===== src/program.hex =====
// One instruction word per line in hex, starting at address 0.
FEC00093  // addi  x1, x0, -20
40118133  // sub   x2, x3, x1
00508233  // add   x4, x1, x5
007312B3  // sll   x5, x6, x7
0030A333  // slt   x6, x1, x3
0030B433  // sltu  x8, x1, x3
00A0C4B3  // xor   x9, x1, x10
00B0D533  // srl   x10, x1, x11
40D0D5B3  // sra   x11, x1, x13
00D1E633  // or    x12, x3, x13
00E0F6B3  // and   x13, x1, x14
FED0A713  // slti  x14, x1, -19
FFF1B793  // sltiu x15, x3, -1
FFF0C013  // xori  x0, x1, -1
7001E893  // ori   x17, x3, 0x700
0F00F913  // andi  x18, x1, 0x0f0
01F19993  // slli  x19, x3, 31
41F0DA13  // srai  x20, x1, 31
0040DA93  // srli  x21, x1, 4
FE7B2E23  // sw    x7, -4(x22)
01C02B83  // lw    x23, 28(x0)
01702223  // sw    x23, 4(x0)
02802C03  // lw    x24, 40(x0)
000C2623  // sw    x0, 12(x24)


===== src/rtl/riscvPkg.sv =====
package riscvPkg;

    // ----------------------------------------
    // Sizes
    // ----------------------------------------
    localparam int xlen     = 32;
    localparam int romDepth = 64;  // Instruction words.
    localparam int ramDepth = 64;  // Data words.

    localparam string romFile = "/design/src/program.hex";

    // addi x0, x0, 0 is the canonical no-op.
    localparam logic [xlen-1:0] nopInstr = 32'h0000_0013;

    // ----------------------------------------
    // Opcodes and function fields
    // ----------------------------------------
    localparam logic [6:0] opR     = 7'b0110011;
    localparam logic [6:0] opI     = 7'b0010011;
    localparam logic [6:0] opLoad  = 7'b0000011;
    localparam logic [6:0] opStore = 7'b0100011;

    localparam logic [2:0] f3AddSub = 3'b000;
    localparam logic [2:0] f3Sll    = 3'b001;
    localparam logic [2:0] f3Slt    = 3'b010;
    localparam logic [2:0] f3Sltu   = 3'b011;
    localparam logic [2:0] f3Xor    = 3'b100;
    localparam logic [2:0] f3SrlSra = 3'b101;
    localparam logic [2:0] f3Or     = 3'b110;
    localparam logic [2:0] f3And    = 3'b111;

    typedef enum logic [3:0] {
        aluAdd, aluSub, aluSll, aluSrl, aluSra,
        aluSlt, aluSltu, aluXor, aluOr, aluAnd
    } aluOp_t;

    // ----------------------------------------
    // Instruction formats
    // ----------------------------------------
    typedef struct packed {
        logic [6:0] funct7;
        logic [4:0] rs2;
        logic [4:0] rs1;
        logic [2:0] funct3;
        logic [4:0] rd;
        logic [6:0] opcode;
    } rType_t;

    typedef struct packed {
        logic [11:0] imm;
        logic [4:0]  rs1;
        logic [2:0]  funct3;
        logic [4:0]  rd;
        logic [6:0]  opcode;
    } iType_t;

    typedef struct packed {
        logic [6:0] immHi;
        logic [4:0] rs2;
        logic [4:0] rs1;
        logic [2:0] funct3;
        logic [4:0] immLo;
        logic [6:0] opcode;
    } sType_t;

    // The same word seen through each of the three layouts.
    typedef union packed {
        rType_t r;
        iType_t i;
        sType_t s;
    } instr_t;

endpackage


===== src/rtl/Alu.sv =====
`timescale 1ns/100ps

module Alu import riscvPkg::*; (
    input  aluOp_t      aluOp,
    input  logic [31:0] a,
    input  logic [31:0] b,
    output logic [31:0] result
);
    logic [4:0] shamt;

    assign shamt = b[4:0];  // Only the low five bits shift.

    always_comb begin
        case (aluOp)
            aluAdd:  result = a + b;
            aluSub:  result = a - b;
            aluSll:  result = a << shamt;
            aluSrl:  result = a >> shamt;
            aluSra:  result = $signed(a) >>> shamt;
            aluSlt:  result = {31'b0, $signed(a) < $signed(b)};
            aluSltu: result = {31'b0, a < b};
            aluXor:  result = a ^ b;
            aluOr:   result = a | b;
            aluAnd:  result = a & b;
            default: result = 'x;
        endcase
    end

    // An out-of-range code from the decoder would show up here as X.
    always_comb begin
        assert final ($isunknown({aluOp, a, b}) || !$isunknown(result))
            else $error("ALU result unknown for aluOp %0d.", aluOp);
    end

endmodule


===== src/rtl/RegisterFile.sv =====
`timescale 1ns/100ps

module RegisterFile (
    input  logic        clk,
    input  logic        reset,
    input  logic        we,
    input  logic [4:0]  rAddr1,
    input  logic [4:0]  rAddr2,
    input  logic [4:0]  wAddr,
    input  logic [31:0] wData,
    output logic [31:0] rData1,
    output logic [31:0] rData2
);
    logic [31:0] regs [32];

    // Reset loads 10 + i into every register so stores show a known image.
    always_ff @(posedge clk or posedge reset) begin
        if (reset) begin
            for (int i = 0; i < 32; i++) begin
                regs[i] <= 32'(10 + i);
            end
        end else if (we && (wAddr != 5'd0)) begin
            regs[wAddr] <= wData;
        end
    end

    // x0 is hardwired to zero on both ports.
    assign rData1 = (rAddr1 == 5'd0) ? '0 : regs[rAddr1];
    assign rData2 = (rAddr2 == 5'd0) ? '0 : regs[rAddr2];

endmodule


===== src/rtl/DataPath.sv =====
`timescale 1ns/100ps

module DataPath import riscvPkg::*; (
    input  logic        clk,
    input  logic        reset,
    input  instr_t      instr,
    input  logic        regWe,
    input  logic        aluSrcImm,
    input  logic        memToReg,
    input  aluOp_t      aluOp,
    input  logic [31:0] ramRData,
    output logic [31:0] pc,
    output logic [31:0] dataAddr,
    output logic [31:0] dataWData
);
    logic [xlen-1:0] pcNext;
    logic [xlen-1:0] immExt;
    logic [xlen-1:0] rData1, rData2;
    logic [xlen-1:0] aluB, aluResult;
    logic [xlen-1:0] wbData;

    // ----------------------------------------
    // Program counter
    // ----------------------------------------
    assign pcNext = pc + 32'd4;  // No branches, so always the next word.

    always_ff @(posedge clk or posedge reset) begin
        if (reset) begin
            pc <= '0;
        end else begin
            pc <= pcNext;
        end
    end

    // Stores split the immediate, everything else uses the I layout.
    always_comb begin
        if (instr.r.opcode == opStore) begin
            immExt = {{20{instr.s.immHi[6]}}, instr.s.immHi, instr.s.immLo};
        end else begin
            immExt = {{20{instr.i.imm[11]}}, instr.i.imm};
        end
    end

    assign aluB   = aluSrcImm ? immExt : rData2;
    assign wbData = memToReg ? ramRData : aluResult;

    RegisterFile uRegFile (
        .clk    (clk),
        .reset  (reset),
        .we     (regWe),
        .rAddr1 (instr.r.rs1),
        .rAddr2 (instr.r.rs2),
        .wAddr  (instr.r.rd),
        .wData  (wbData),
        .rData1 (rData1),
        .rData2 (rData2)
    );

    Alu uAlu (
        .aluOp  (aluOp),
        .a      (rData1),
        .b      (aluB),
        .result (aluResult)
    );

    assign dataAddr  = aluResult;
    assign dataWData = rData2;

    assert property (@(posedge clk) disable iff (reset) pc[1:0] == 2'b00)
        else $error("PC lost word alignment.");

endmodule


===== src/rtl/ControlUnit.sv =====
`timescale 1ns/100ps

module ControlUnit import riscvPkg::*; (
    input  logic   reset,
    input  instr_t instr,
    output logic   regWe,
    output aluOp_t aluOp,
    output logic   aluSrcImm,
    output logic   memToReg,
    output logic   dataWe
);
    logic supported;

    // Bit 30 picks sub only for R-type, but picks sra for both formats.
    function automatic aluOp_t decodeAlu(input logic [2:0] funct3, input logic bit30,
                                         input logic isR);
        aluOp_t op;
        case (funct3)
            f3AddSub: op = (isR && bit30) ? aluSub : aluAdd;
            f3Sll:    op = aluSll;
            f3Slt:    op = aluSlt;
            f3Sltu:   op = aluSltu;
            f3Xor:    op = aluXor;
            f3SrlSra: op = bit30 ? aluSra : aluSrl;
            f3Or:     op = aluOr;
            f3And:    op = aluAnd;
            default:  op = aluAdd;
        endcase
        return op;
    endfunction

    assign supported = instr.r.opcode inside {opR, opI, opLoad, opStore};

    always_comb begin
        regWe     = 1'b0;
        aluOp     = aluAdd;  // Loads and stores form the address with an add.
        aluSrcImm = 1'b0;
        memToReg  = 1'b0;
        dataWe    = 1'b0;
        case (instr.r.opcode)
            opR: begin
                regWe = 1'b1;
                aluOp = decodeAlu(instr.r.funct3, instr.r.funct7[5], 1'b1);
            end
            opI: begin
                regWe     = 1'b1;
                aluSrcImm = 1'b1;
                aluOp     = decodeAlu(instr.i.funct3, instr.r.funct7[5], 1'b0);
            end
            opLoad: begin
                regWe     = 1'b1;
                aluSrcImm = 1'b1;
                memToReg  = 1'b1;
            end
            opStore: begin
                aluSrcImm = 1'b1;
                dataWe    = 1'b1;
            end
            default: ;
        endcase
        if (reset) begin
            regWe  = 1'b0;
            dataWe = 1'b0;
        end
    end

    always_comb begin
        assert final (supported || !(regWe || dataWe))
            else $error("Unsupported opcode %b caused a write.", instr.r.opcode);
    end

endmodule


===== src/rtl/InstrRom.sv =====
`timescale 1ns/100ps

module InstrRom import riscvPkg::*; (
    input  logic [31:0] addr,
    output instr_t      instr
);
    logic [xlen-1:0] rom [romDepth];

    initial begin
        for (int k = 0; k < romDepth; k++) begin
            rom[k] = nopInstr;  // Words past the program stay no-ops.
        end
        $readmemh(romFile, rom);
    end

    assign instr = rom[addr[$clog2(romDepth)+1:2]];

endmodule


===== src/rtl/DataRam.sv =====
`timescale 1ns/100ps

module DataRam import riscvPkg::*; (
    input  logic        clk,
    input  logic        we,
    input  logic [31:0] addr,
    input  logic [31:0] wData,
    output logic [31:0] rData
);
    logic [xlen-1:0]             mem [ramDepth];
    logic [$clog2(ramDepth)-1:0] index;

    // Word index wraps at the memory depth.
    assign index = addr[$clog2(ramDepth)+1:2];

    initial begin
        for (int k = 0; k < ramDepth; k++) begin
            mem[k] = '0;
        end
    end

    always_ff @(posedge clk) begin
        if (we) begin
            mem[index] <= wData;
        end
    end

    assign rData = mem[index];

    assert property (@(posedge clk) we |-> addr[1:0] == 2'b00)
        else $error("Misaligned store to %h.", addr);

endmodule


===== src/rtl/RvSingleCycle.sv =====
`timescale 1ns/100ps

module RvSingleCycle import riscvPkg::*; (
    input  logic        clk,
    input  logic        reset,
    output logic [31:0] pc,
    output logic        dataWe,
    output logic [31:0] dataAddr,
    output logic [31:0] dataWData
);
    instr_t      instr;
    logic        regWe;
    aluOp_t      aluOp;
    logic        aluSrcImm;
    logic        memToReg;
    logic [31:0] ramRData;

    // ----------------------------------------
    // Fetch and decode
    // ----------------------------------------
    InstrRom uRom (
        .addr  (pc),
        .instr (instr)
    );

    ControlUnit uCtrl (
        .reset     (reset),
        .instr     (instr),
        .regWe     (regWe),
        .aluOp     (aluOp),
        .aluSrcImm (aluSrcImm),
        .memToReg  (memToReg),
        .dataWe    (dataWe)
    );

    // ----------------------------------------
    // Execute and memory
    // ----------------------------------------
    DataPath uPath (
        .clk       (clk),
        .reset     (reset),
        .instr     (instr),
        .regWe     (regWe),
        .aluSrcImm (aluSrcImm),
        .memToReg  (memToReg),
        .aluOp     (aluOp),
        .ramRData  (ramRData),
        .pc        (pc),
        .dataAddr  (dataAddr),
        .dataWData (dataWData)
    );

    DataRam uRam (
        .clk   (clk),
        .we    (dataWe),
        .addr  (dataAddr),
        .wData (dataWData),
        .rData (ramRData)
    );

endmodule


===== config.mk =====
export PLATFORM = sky130hd
export DESIGN_NAME = RvSingleCycle
export DESIGN_NICKNAME = d
export VERILOG_FILES = /design/src/rtl/riscvPkg.sv /design/src/rtl/Alu.sv /design/src/rtl/RegisterFile.sv /design/src/rtl/DataPath.sv /design/src/rtl/ControlUnit.sv /design/src/rtl/InstrRom.sv /design/src/rtl/DataRam.sv /design/src/rtl/RvSingleCycle.sv
export SDC_FILE = /design/constraint.sdc
export NUM_CORES = 1
export LEC_CHECK = 0
export BUFFER_PORTS_ARGS = -buffer_cell sky130_fd_sc_hd__buf_2
export CAP_MARGIN = 20
export CORE_MARGIN = 8
export CORE_UTILIZATION = 48
export DETAILED_ROUTE_END_ITERATION = 6
export GPL_TIMING_DRIVEN = 1
export PLACE_DENSITY = 0.93
export SYNTH_ARGS = -nofsm -noshare
export SYNTH_HDL_FRONTEND = slang
export SYNTH_SLANG_ARGS = --single-unit

===== constraint.sdc =====
create_clock -name clk -period 2.6 [get_ports clk]
set_input_delay 0.13 -clock clk [delete_from_list [all_inputs] [get_ports clk]]
set_output_delay 0.13 -clock clk [all_outputs]
set_load 0.05 [all_outputs]

==> run metrics, run 1 <==
status=completed; Synth Register Bits=30; clk_skew=0.00726 ns; Nets=216; row count=22; area overhead of the layout relative to synthesis=3.79%; commonest cells after routing, fill and taps aside=conb_1 (67), buf_2 (31), dfrtp_1 (30); postcts setup bufs=0; synthesized area=1810 um^2; maxcap violations=0; Buf+Inv Stages, Crit Path=0; yosys warns=0; io pins=99; # port buffers=31; Worst Hold Class=in2async; Total GRT Usage=0.113; starting density of the core=0.496; Tcrit/Tclk final=0.680; post-CTS sizing=0; initial antenna violation count=0; crit path max fanout=9; RSZ-0062 raised after global routing=false; DR pass1 iterations=6; DIE AREA=6000 um^2; max FFs per register=30; worst-skew pair later-pin latency=0.28 ns; Crit path max-delay family=simple AND/OR/NAND/NOR gates; Placeable Area=3660 um^2; fin area=1880 um^2; Lkg Pwr=0.00106 uW; Slew headroom=0.563; most common cell after layout, fill and taps aside=conb_1; worst r2r dst=uPath.pc[28]; hold_buf cts=1; largest reg by FF count=uPath.pc; largest net degree at the start of global routing=31; final WL=3270 um; TritonCTS clock tree=done; Mean Syn Cell Area=10.4 um^2; fin crit period=1.77 ns; Reg clk slew, reported paths=0.06 ns; startpoint types=flip-flop; CTS Buffer Depth=2; Worst setup startpoint=uPath.pc[2]; via-per-instance ratio=4.09; fin. max-slew vios=0; Root Buffer=clkbuf_8; Largest regs=uPath.pc: 30 flops; initial detailed-routing violation count=45; FF+latch area=751 um^2; layout cells sized above 1=0.210; fill cell count=357; Placer Congestion=0.777; Final Setup Violations=0; footprint of the multi-input gates=797 um^2; final hold viol count=0; VDD IR max=0.296 mV; Ant. Diodes=0; cells after synthesis=174; Least-Margin Pin Slew=0.651 ns; setup TNS=0 ns; Yosys top cell area share=0.414; synth unique cells=21; CP max stage delay=0.54 ns; DP Area=1780 um^2; reg2reg start=uPath.pc[2]; Antenna Nets Post-Route=0; synth top area cells=dfrtp_1 (41%), buf_4 (28%), xnor2_1 (12%); CTS Buf Count=5; Critical Path AT=1.93 ns; Worst R2R Path Depth=5; DP HPWL=2690 um; CP Class=reg2reg; number of global-route vias before repair=1144; sequential share of the synthesized area=0.414; Required @ worst endpoint=2.76 ns; slowest cell on the critical path=nor4_4; Remaining Overflow, GRT=0; H-tree level count=2; Fmax=0.565 GHz; CP Capture Type=flip-flop; clock sinks=30; first-pass GRT wire length=5470 um; Post-route DRC=0; die width=77.5 um; R2R Setup Slk=0.83 ns; post-DR wirelength/cell=12.5 um; die outline height=77.5 um; Cell Chain, Critical Path=ha_1, nand3_2, nor4_4, nand4_1, xnor2_1; cell accounting for the most synthesized area=dfrtp_1; PwrDens=569 nW/um^2; Vias=1071
-- report_power, final --
group	internal [uW]	switching (uW)
combinational	2.62	222
clock	213	166
sequential	467	0
-- logic make-up after synthesis --
family | synth area share
buffers and inverters | 0.283
and+or+nand+nor | 0.159
DFF | 0.414
xor gates and xnor gates | 0.135
adders and majority gates | 0.00690
other | 0.00207
-- synthesized netlist by cell type (all sizes together) --
library cell  count
and4              2
xor2              4
nand4             9
inv               3
and3              3
buf              67
nor4              1
ha                1
nor2              5
and2              1
dfrtp            30
nand2b            1
nor4b             1
nor3              1
nand3            11
conb              1
nand2             9
xnor2            24
-- worst max path at each step --
stage	cells past startpoint	to	slack (ns)
floorplan	5	uPath.pc[24]	0.61
global placement	5	uPath.pc[24]	0.93
detailed placement	5	uPath.pc[28]	0.83
CTS	5	uPath.pc[30]	0.82
global route	5	uPath.pc[24]	0.66
finish	5	uPath.pc[28]	0.83
-- worst min-delay path: cells and delay by family --
family | cells | cell delay [ns]
buf+inv | 4 | 1.02
-- layout make-up --
class                           count  share of cell area
Multi-Input combinational cell    140               0.423
Clock inverter                      1             0.00266
Clock buffer                        7              0.0458
Tap cell                           48              0.0319
Timing Repair Buffer               33              0.0917
Sequential cell                    30               0.399
Inverter                            3             0.00598
-- metrics by stage --
step | hold WS, ns | setup slack [ns] | std cells | utilization | total power, uW
6_report | 0.465 | 0.831 | 262 | 0.514 | 1070
4_1_cts | 0.468 | 0.818 | 262 | 0.514 | 1080
3_3_place_gp | 0.215 | 0.930 | 253 | 0.487 | 695
3_5_place_dp | 0.225 | 0.829 | 253 | 0.487 | 696
5_1_grt | 0.511 | 0.662 | 262 | 0.514 | 1130
2_1_floorplan | 0.221 | 0.610 | 240 | - | 771
-- layer usage --
metal | GRT usage | wire, um
met1 | 0.115 | 1220
met2 | 0.187 | 1670
met3 | 0.0680 | 354
met4 | 0.0396 | 31
met5 | 0 | 0
Power figures use the tool's default switching activity.
==> inputs of run 2 (changes only) <==
- ABC_AREA: default -> 1
- CORE_UTILIZATION: 48 -> 42
- PLACE_DENSITY: 0.93 -> 0.84
- clock period: 2.6 -> 1.6 ns (I/O delays scaled with it)
==> run 2 against run 1 <==
- core utilization decreased by 5.8 points
- wire length up 34%
- design area rose by 16%
- area after synthesis rose by 16%
- non-clock buffer count is the same
- fmax is 27% higher
- hold slack lost 0.052 ns
- combinational power increased by 63%
- largest power group unchanged
- highest routed layer unchanged
==> run metrics, run 2 <==
status=completed; DIE AREA=7520 um^2; clk_skew=0.00593 ns; Placer Congestion=0.840; commonest cells after routing, fill and taps aside=nand2_1 (79), conb_1 (67), buf_2 (31); CP Capture Type=flip-flop; initial antenna violation count=0; largest reg by FF count=uPath.pc; Tcrit/Tclk final=0.873; Critical Path AT=1.57 ns; FF+latch area=753 um^2; CTS Buffer Depth=2; fin crit period=1.40 ns; synth top area cells=dfrtp_1 (36%), buf_4 (24%), nand2_1 (14%); die outline height=86.7 um; setup slack after layout=0.203 ns; post-CTS sizing=0; largest net degree at the start of global routing=31; Post-route DRC=0; Worst Hold Class=in2async; number of global-route vias before repair=1487; Largest regs=uPath.pc: 30 flops; Reg clk slew, reported paths=0.06 ns; fill cell count=499; DP Area=2100 um^2; cells after synthesis=271; fin. max-slew vios=0; VDD IR max=0.558 mV; most common cell after layout, fill and taps aside=nand2_1; cell accounting for the most synthesized area=dfrtp_1; Required @ worst endpoint=1.77 ns; post-DR wirelength/cell=11.6 um; setup TNS=0 ns; Lkg Pwr=0.00117 uW; Worst setup startpoint=uPath.pc[3]; Ant. Diodes=0; worst-skew pair later-pin latency=0.29 ns; PwrDens=779 nW/um^2; starting density of the core=0.439; row count=25; number of synthesized flops with an enable pin=0; dpl ws=0.221 ns; synthesized area=2100 um^2; final design utilization=0.457; die width=86.7 um; Yosys top cell area share=0.357; reg2reg start=uPath.pc[3]; cell with the most instances after synthesis=nand2_1; final hold slack=0.414 ns; Fmax=0.716 GHz; initial detailed-routing violation count=47; Synth async-reset ratio=1.00; Synth Register Bits=30; Placeable Area=4790 um^2; Total GRT Usage=0.116; TritonCTS clock tree=done; footprint of the multi-input gates=1030 um^2; Final Setup Violations=0; CTS Buf Count=5; final hold viol count=0; H-tree level count=2; area overhead of the layout relative to synthesis=3.99%; via-per-instance ratio=4.00; clock sinks=30; yosys warns=0; maxcap violations=0; Antenna Nets Post-Route=0; first-pass GRT wire length=6900 um; Post-synth top cells=nand2_1 (79), buf_4 (67), dfrtp_1 (30), nor2_1 (30), inv_1 (17); RSZ-0062 raised after global routing=false; sequential share of the synthesized area=0.357; max FFs per register=30; Remaining Overflow, GRT=0; CP Class=reg2reg; io pins=99; DP HPWL=3610 um; postcts setup bufs=0; Nets=313; Root Buffer=clkbuf_8; final WL=4380 um; DR pass1 iterations=4; synth unique cells=15; fin area=2190 um^2; ys flop type=dfrtp_1; Mean Syn Cell Area=7.76 um^2; # port buffers=31; Vias=1513; crit path max fanout=5; layout cells sized above 1=0.180; startpoint types=flip-flop
[run 2: changes by cell type in the layout (fill, tap and decap cells not counted), sizes merged, moves of 6 or more]
cell,before,now
nand2,9,85
nor2,5,41
xnor2,24,4
inv,3,17
nand3b,0,8
nand4,9,1
xor2,4,11
nand3,11,5
[run 2: metrics by stage]
stage               total power, uW  std cells
floorplan                      1250        337
global placement               1130        369
detailed placement             1130        369
CTS                            1710        378
global route                   1770        378
finish                         1700        378
[run 2: repair_timing]
action                     4_1_cts  5_1_grt
hold endpoints to repair        30        0
setup endpoints to repair        0        0
hold buffers                     1        0
[run 2: critical path, cell delays in order (launching register included)]
cell and delay (ns):
dfrtp_2 0.37, ha_1 0.20, inv_1 0.08, nor2_2 0.15, nand2_2 0.12, nor2_4 0.17
nand2_1 0.08, nand2_1 0.06, nand2_1 0.06
[run 2: power breakdown]
group / leakage (uW) / switching, uW / internal [uW]
sequential: 0.000403 / 0 / 759
clock: 0.0000395 / 270 / 308
combinational: 0.000730 / 362 / 4.24
total: 0.00117 / 633 / 1070
[run 2: routing by layer]
metal / global-route usage / wire length (um)
met5: 0 / 0
met4: 0.0548 / 63
met3: 0.0482 / 426
met2: 0.192 / 2120
met1: 0.126 / 1780
[run 2: final timing paths]
kind	to	slack [ns]	depth (start not counted)
max in group asynchronous	uPath.pc[2]	0.88	4
min in group clk	uPath.pc[2]	0.49	1
max reg2reg	uPath.pc[26]	0.20	8
max	uPath.pc[26]	0.20	8
min reg2reg	uPath.pc[2]	0.49	1
min	uPath.pc[9]	0.41	4
[run 2: cell families (layout without fill, tap and decap cells)]
family	Yosys count	in the layout	synth area share
and+or+nand+nor	140	140	0.303
buffers and inverters	84	58	0.270
DFF	30	30	0.357
xor gates and xnor gates	15	15	0.0625
adders and majority gates	1	1	0.00595
other	1	67	0.00178
[run 2: cell type report]
cell class,count,area share
Clock buffer,8,0.0366
Inverter,17,0.0292
Multi-Input combinational cell,223,0.472
Sequential cell,30,0.345
Tap cell,67,0.0384
Timing Repair Buffer,33,0.0790
==> inputs of run 3 (changes only) <==
- CORE_UTILIZATION: 42 -> 50
- PLACE_DENSITY: 0.84 -> 0.93
- clock period: 1.6 -> 1.73 ns (I/O delays scaled with it)
==> run 3 against run 2 <==
- register-to-register slack better by 0.07 ns
- design area is 0.57% lower
- fmax is 4.1% lower
- wire length is 2.3% higher
==> run metrics, run 3 (synthesis results as in run 2) <==
status=completed; die width=80.8 um; DIE AREA=6540 um^2; Vias=1582; first-pass GRT wire length=6710 um; clk_skew=0.00417 ns; starting density of the core=0.522; postcts setup bufs=0; Cell Chain, Critical Path=ha_1, inv_1, nor2_2, nand2_2, nor2_4, nand2_1, nand2_1, nand2_1; startpoint types=flip-flop; fin. max-slew vios=0; post-CTS sizing=0; CP max stage delay=0.38 ns; TritonCTS clock tree=done; Placer Congestion=0.830; worst-skew pair later-pin latency=0.29 ns; max FFs per register=30; area overhead of the layout relative to synthesis=3.39%; maxcap violations=0; Worst Hold Class=in2async; final hold viol count=0; # port buffers=31; DR pass1 iterations=5; CP Class=reg2reg; Lkg Pwr=0.00118 uW; total power=1620 uW; Nets=313; Reg clk slew, reported paths=0.06 ns; final WL=4480 um; Fmax=0.687 GHz; Remaining Overflow, GRT=0; number of global-route vias before repair=1472; fill cell count=370; slowest cell on the critical path=dfrtp_1; CP Capture Type=flip-flop; DP HPWL=3670 um; Root Buffer=clkbuf_8; io pins=99; final design utilization=0.539; post-DR wirelength/cell=12.4 um; Antenna Nets Post-Route=0; non-filler instance count after layout=361; critical path's most frequent cell=nand2_1; PwrDens=745 nW/um^2; die outline height=80.8 um; Post-route DRC=0; crit path max fanout=5; most common cell after layout, fill and taps aside=nand2_1; reg2reg start=uPath.pc[3]; layout cells sized above 1=0.180; commonest cells after routing, fill and taps aside=nand2_1 (79), conb_1 (67), buf_2 (31); Placeable Area=4030 um^2; Worst R2R Path Depth=8; Final Setup Violations=0; CTS Buf Count=5; initial detailed-routing violation count=56; RSZ-0062 raised after global routing=false; placed cell count=352; Critical Path AT=1.64 ns; clock sinks=30; Buf+Inv Stages, Crit Path=1; fin crit period=1.46 ns; setup TNS=0 ns; H-tree level count=2; Largest regs=uPath.pc: 30 flops; R2R Setup Slk=0.27 ns; Required @ worst endpoint=1.91 ns; via-per-instance ratio=4.38; Ant. Diodes=0; Crit path max-delay family=simple AND/OR/NAND/NOR gates; initial antenna violation count=0; CTS Buffer Depth=2; Total GRT Usage=0.133; DP Area=2070 um^2; fin area=2170 um^2; Tcrit/Tclk final=0.842; VDD IR max=0.598 mV; row count=23; worst r2r dst=uPath.pc[28]; largest reg by FF count=uPath.pc; largest net degree at the start of global routing=31
## run 3: cell types whose count changed in the layout (fill, tap and decap cells not counted), sizes merged
cell    delta
clkinv     +1
clkbuf     -1
## run 3: tightest hold or removal path, stage by stage
cell and delay [ns]:
dlygate4sd3_1 0.53, buf_2 0.12, inv_1 0.04, buf_4 0.34
## run 3: report_power, final
part	switching (uW)	internal (uW)
sequential	0	702
combinational	335	3.93
clock	259	320
total	594	1030
## run 3: what timing repair did
action                                  CTS  global route
endpoints found under the hold margin    30             0
hold buffers                              1             0
endpoints found under the setup margin    0             0
## run 3: stage by stage
step	worst slack [ns]	hold WS (ns)
3_5_place_dp	0.317	0.177
6_report	0.274	0.411
5_1_grt	0.177	0.472
3_3_place_gp	0.415	0.170
4_1_cts	0.290	0.413
2_1_floorplan	0.0683	0.177
## run 3: per-layer routing
metal	GRT usage	share of wire	vias to the layer above
met3	0.0464	0.11	14
li1	-	-	766
met5	0	0	-
met2	0.226	0.50	77
met1	0.142	0.36	725
met4	0.0768	0.027	0
## run 3: worst max path at each step
stage                      from            to  slack, ns  depth (start not counted)
detailed placement  uPath.pc[3]  uPath.pc[26]       0.32                          8
global placement    uPath.pc[2]  uPath.pc[22]       0.42                          8
global route        uPath.pc[3]  uPath.pc[26]       0.18                          8
CTS                 uPath.pc[3]  uPath.pc[28]       0.29                          8
floorplan           uPath.pc[3]  uPath.pc[22]       0.07                          8
finish              uPath.pc[3]  uPath.pc[28]       0.27                          8
## run 3: area by class of cell
type	instances	area, um^2	share of cell area
Multi-Input combinational cell	223	1030	0.475
Tap cell	50	62.6	0.0288
Inverter	17	63.8	0.0294
Clock buffer	7	86.3	0.0397
Timing Repair Buffer	33	173	0.0794
Clock inverter	1	5.00	0.00230
Sequential cell	30	751	0.345
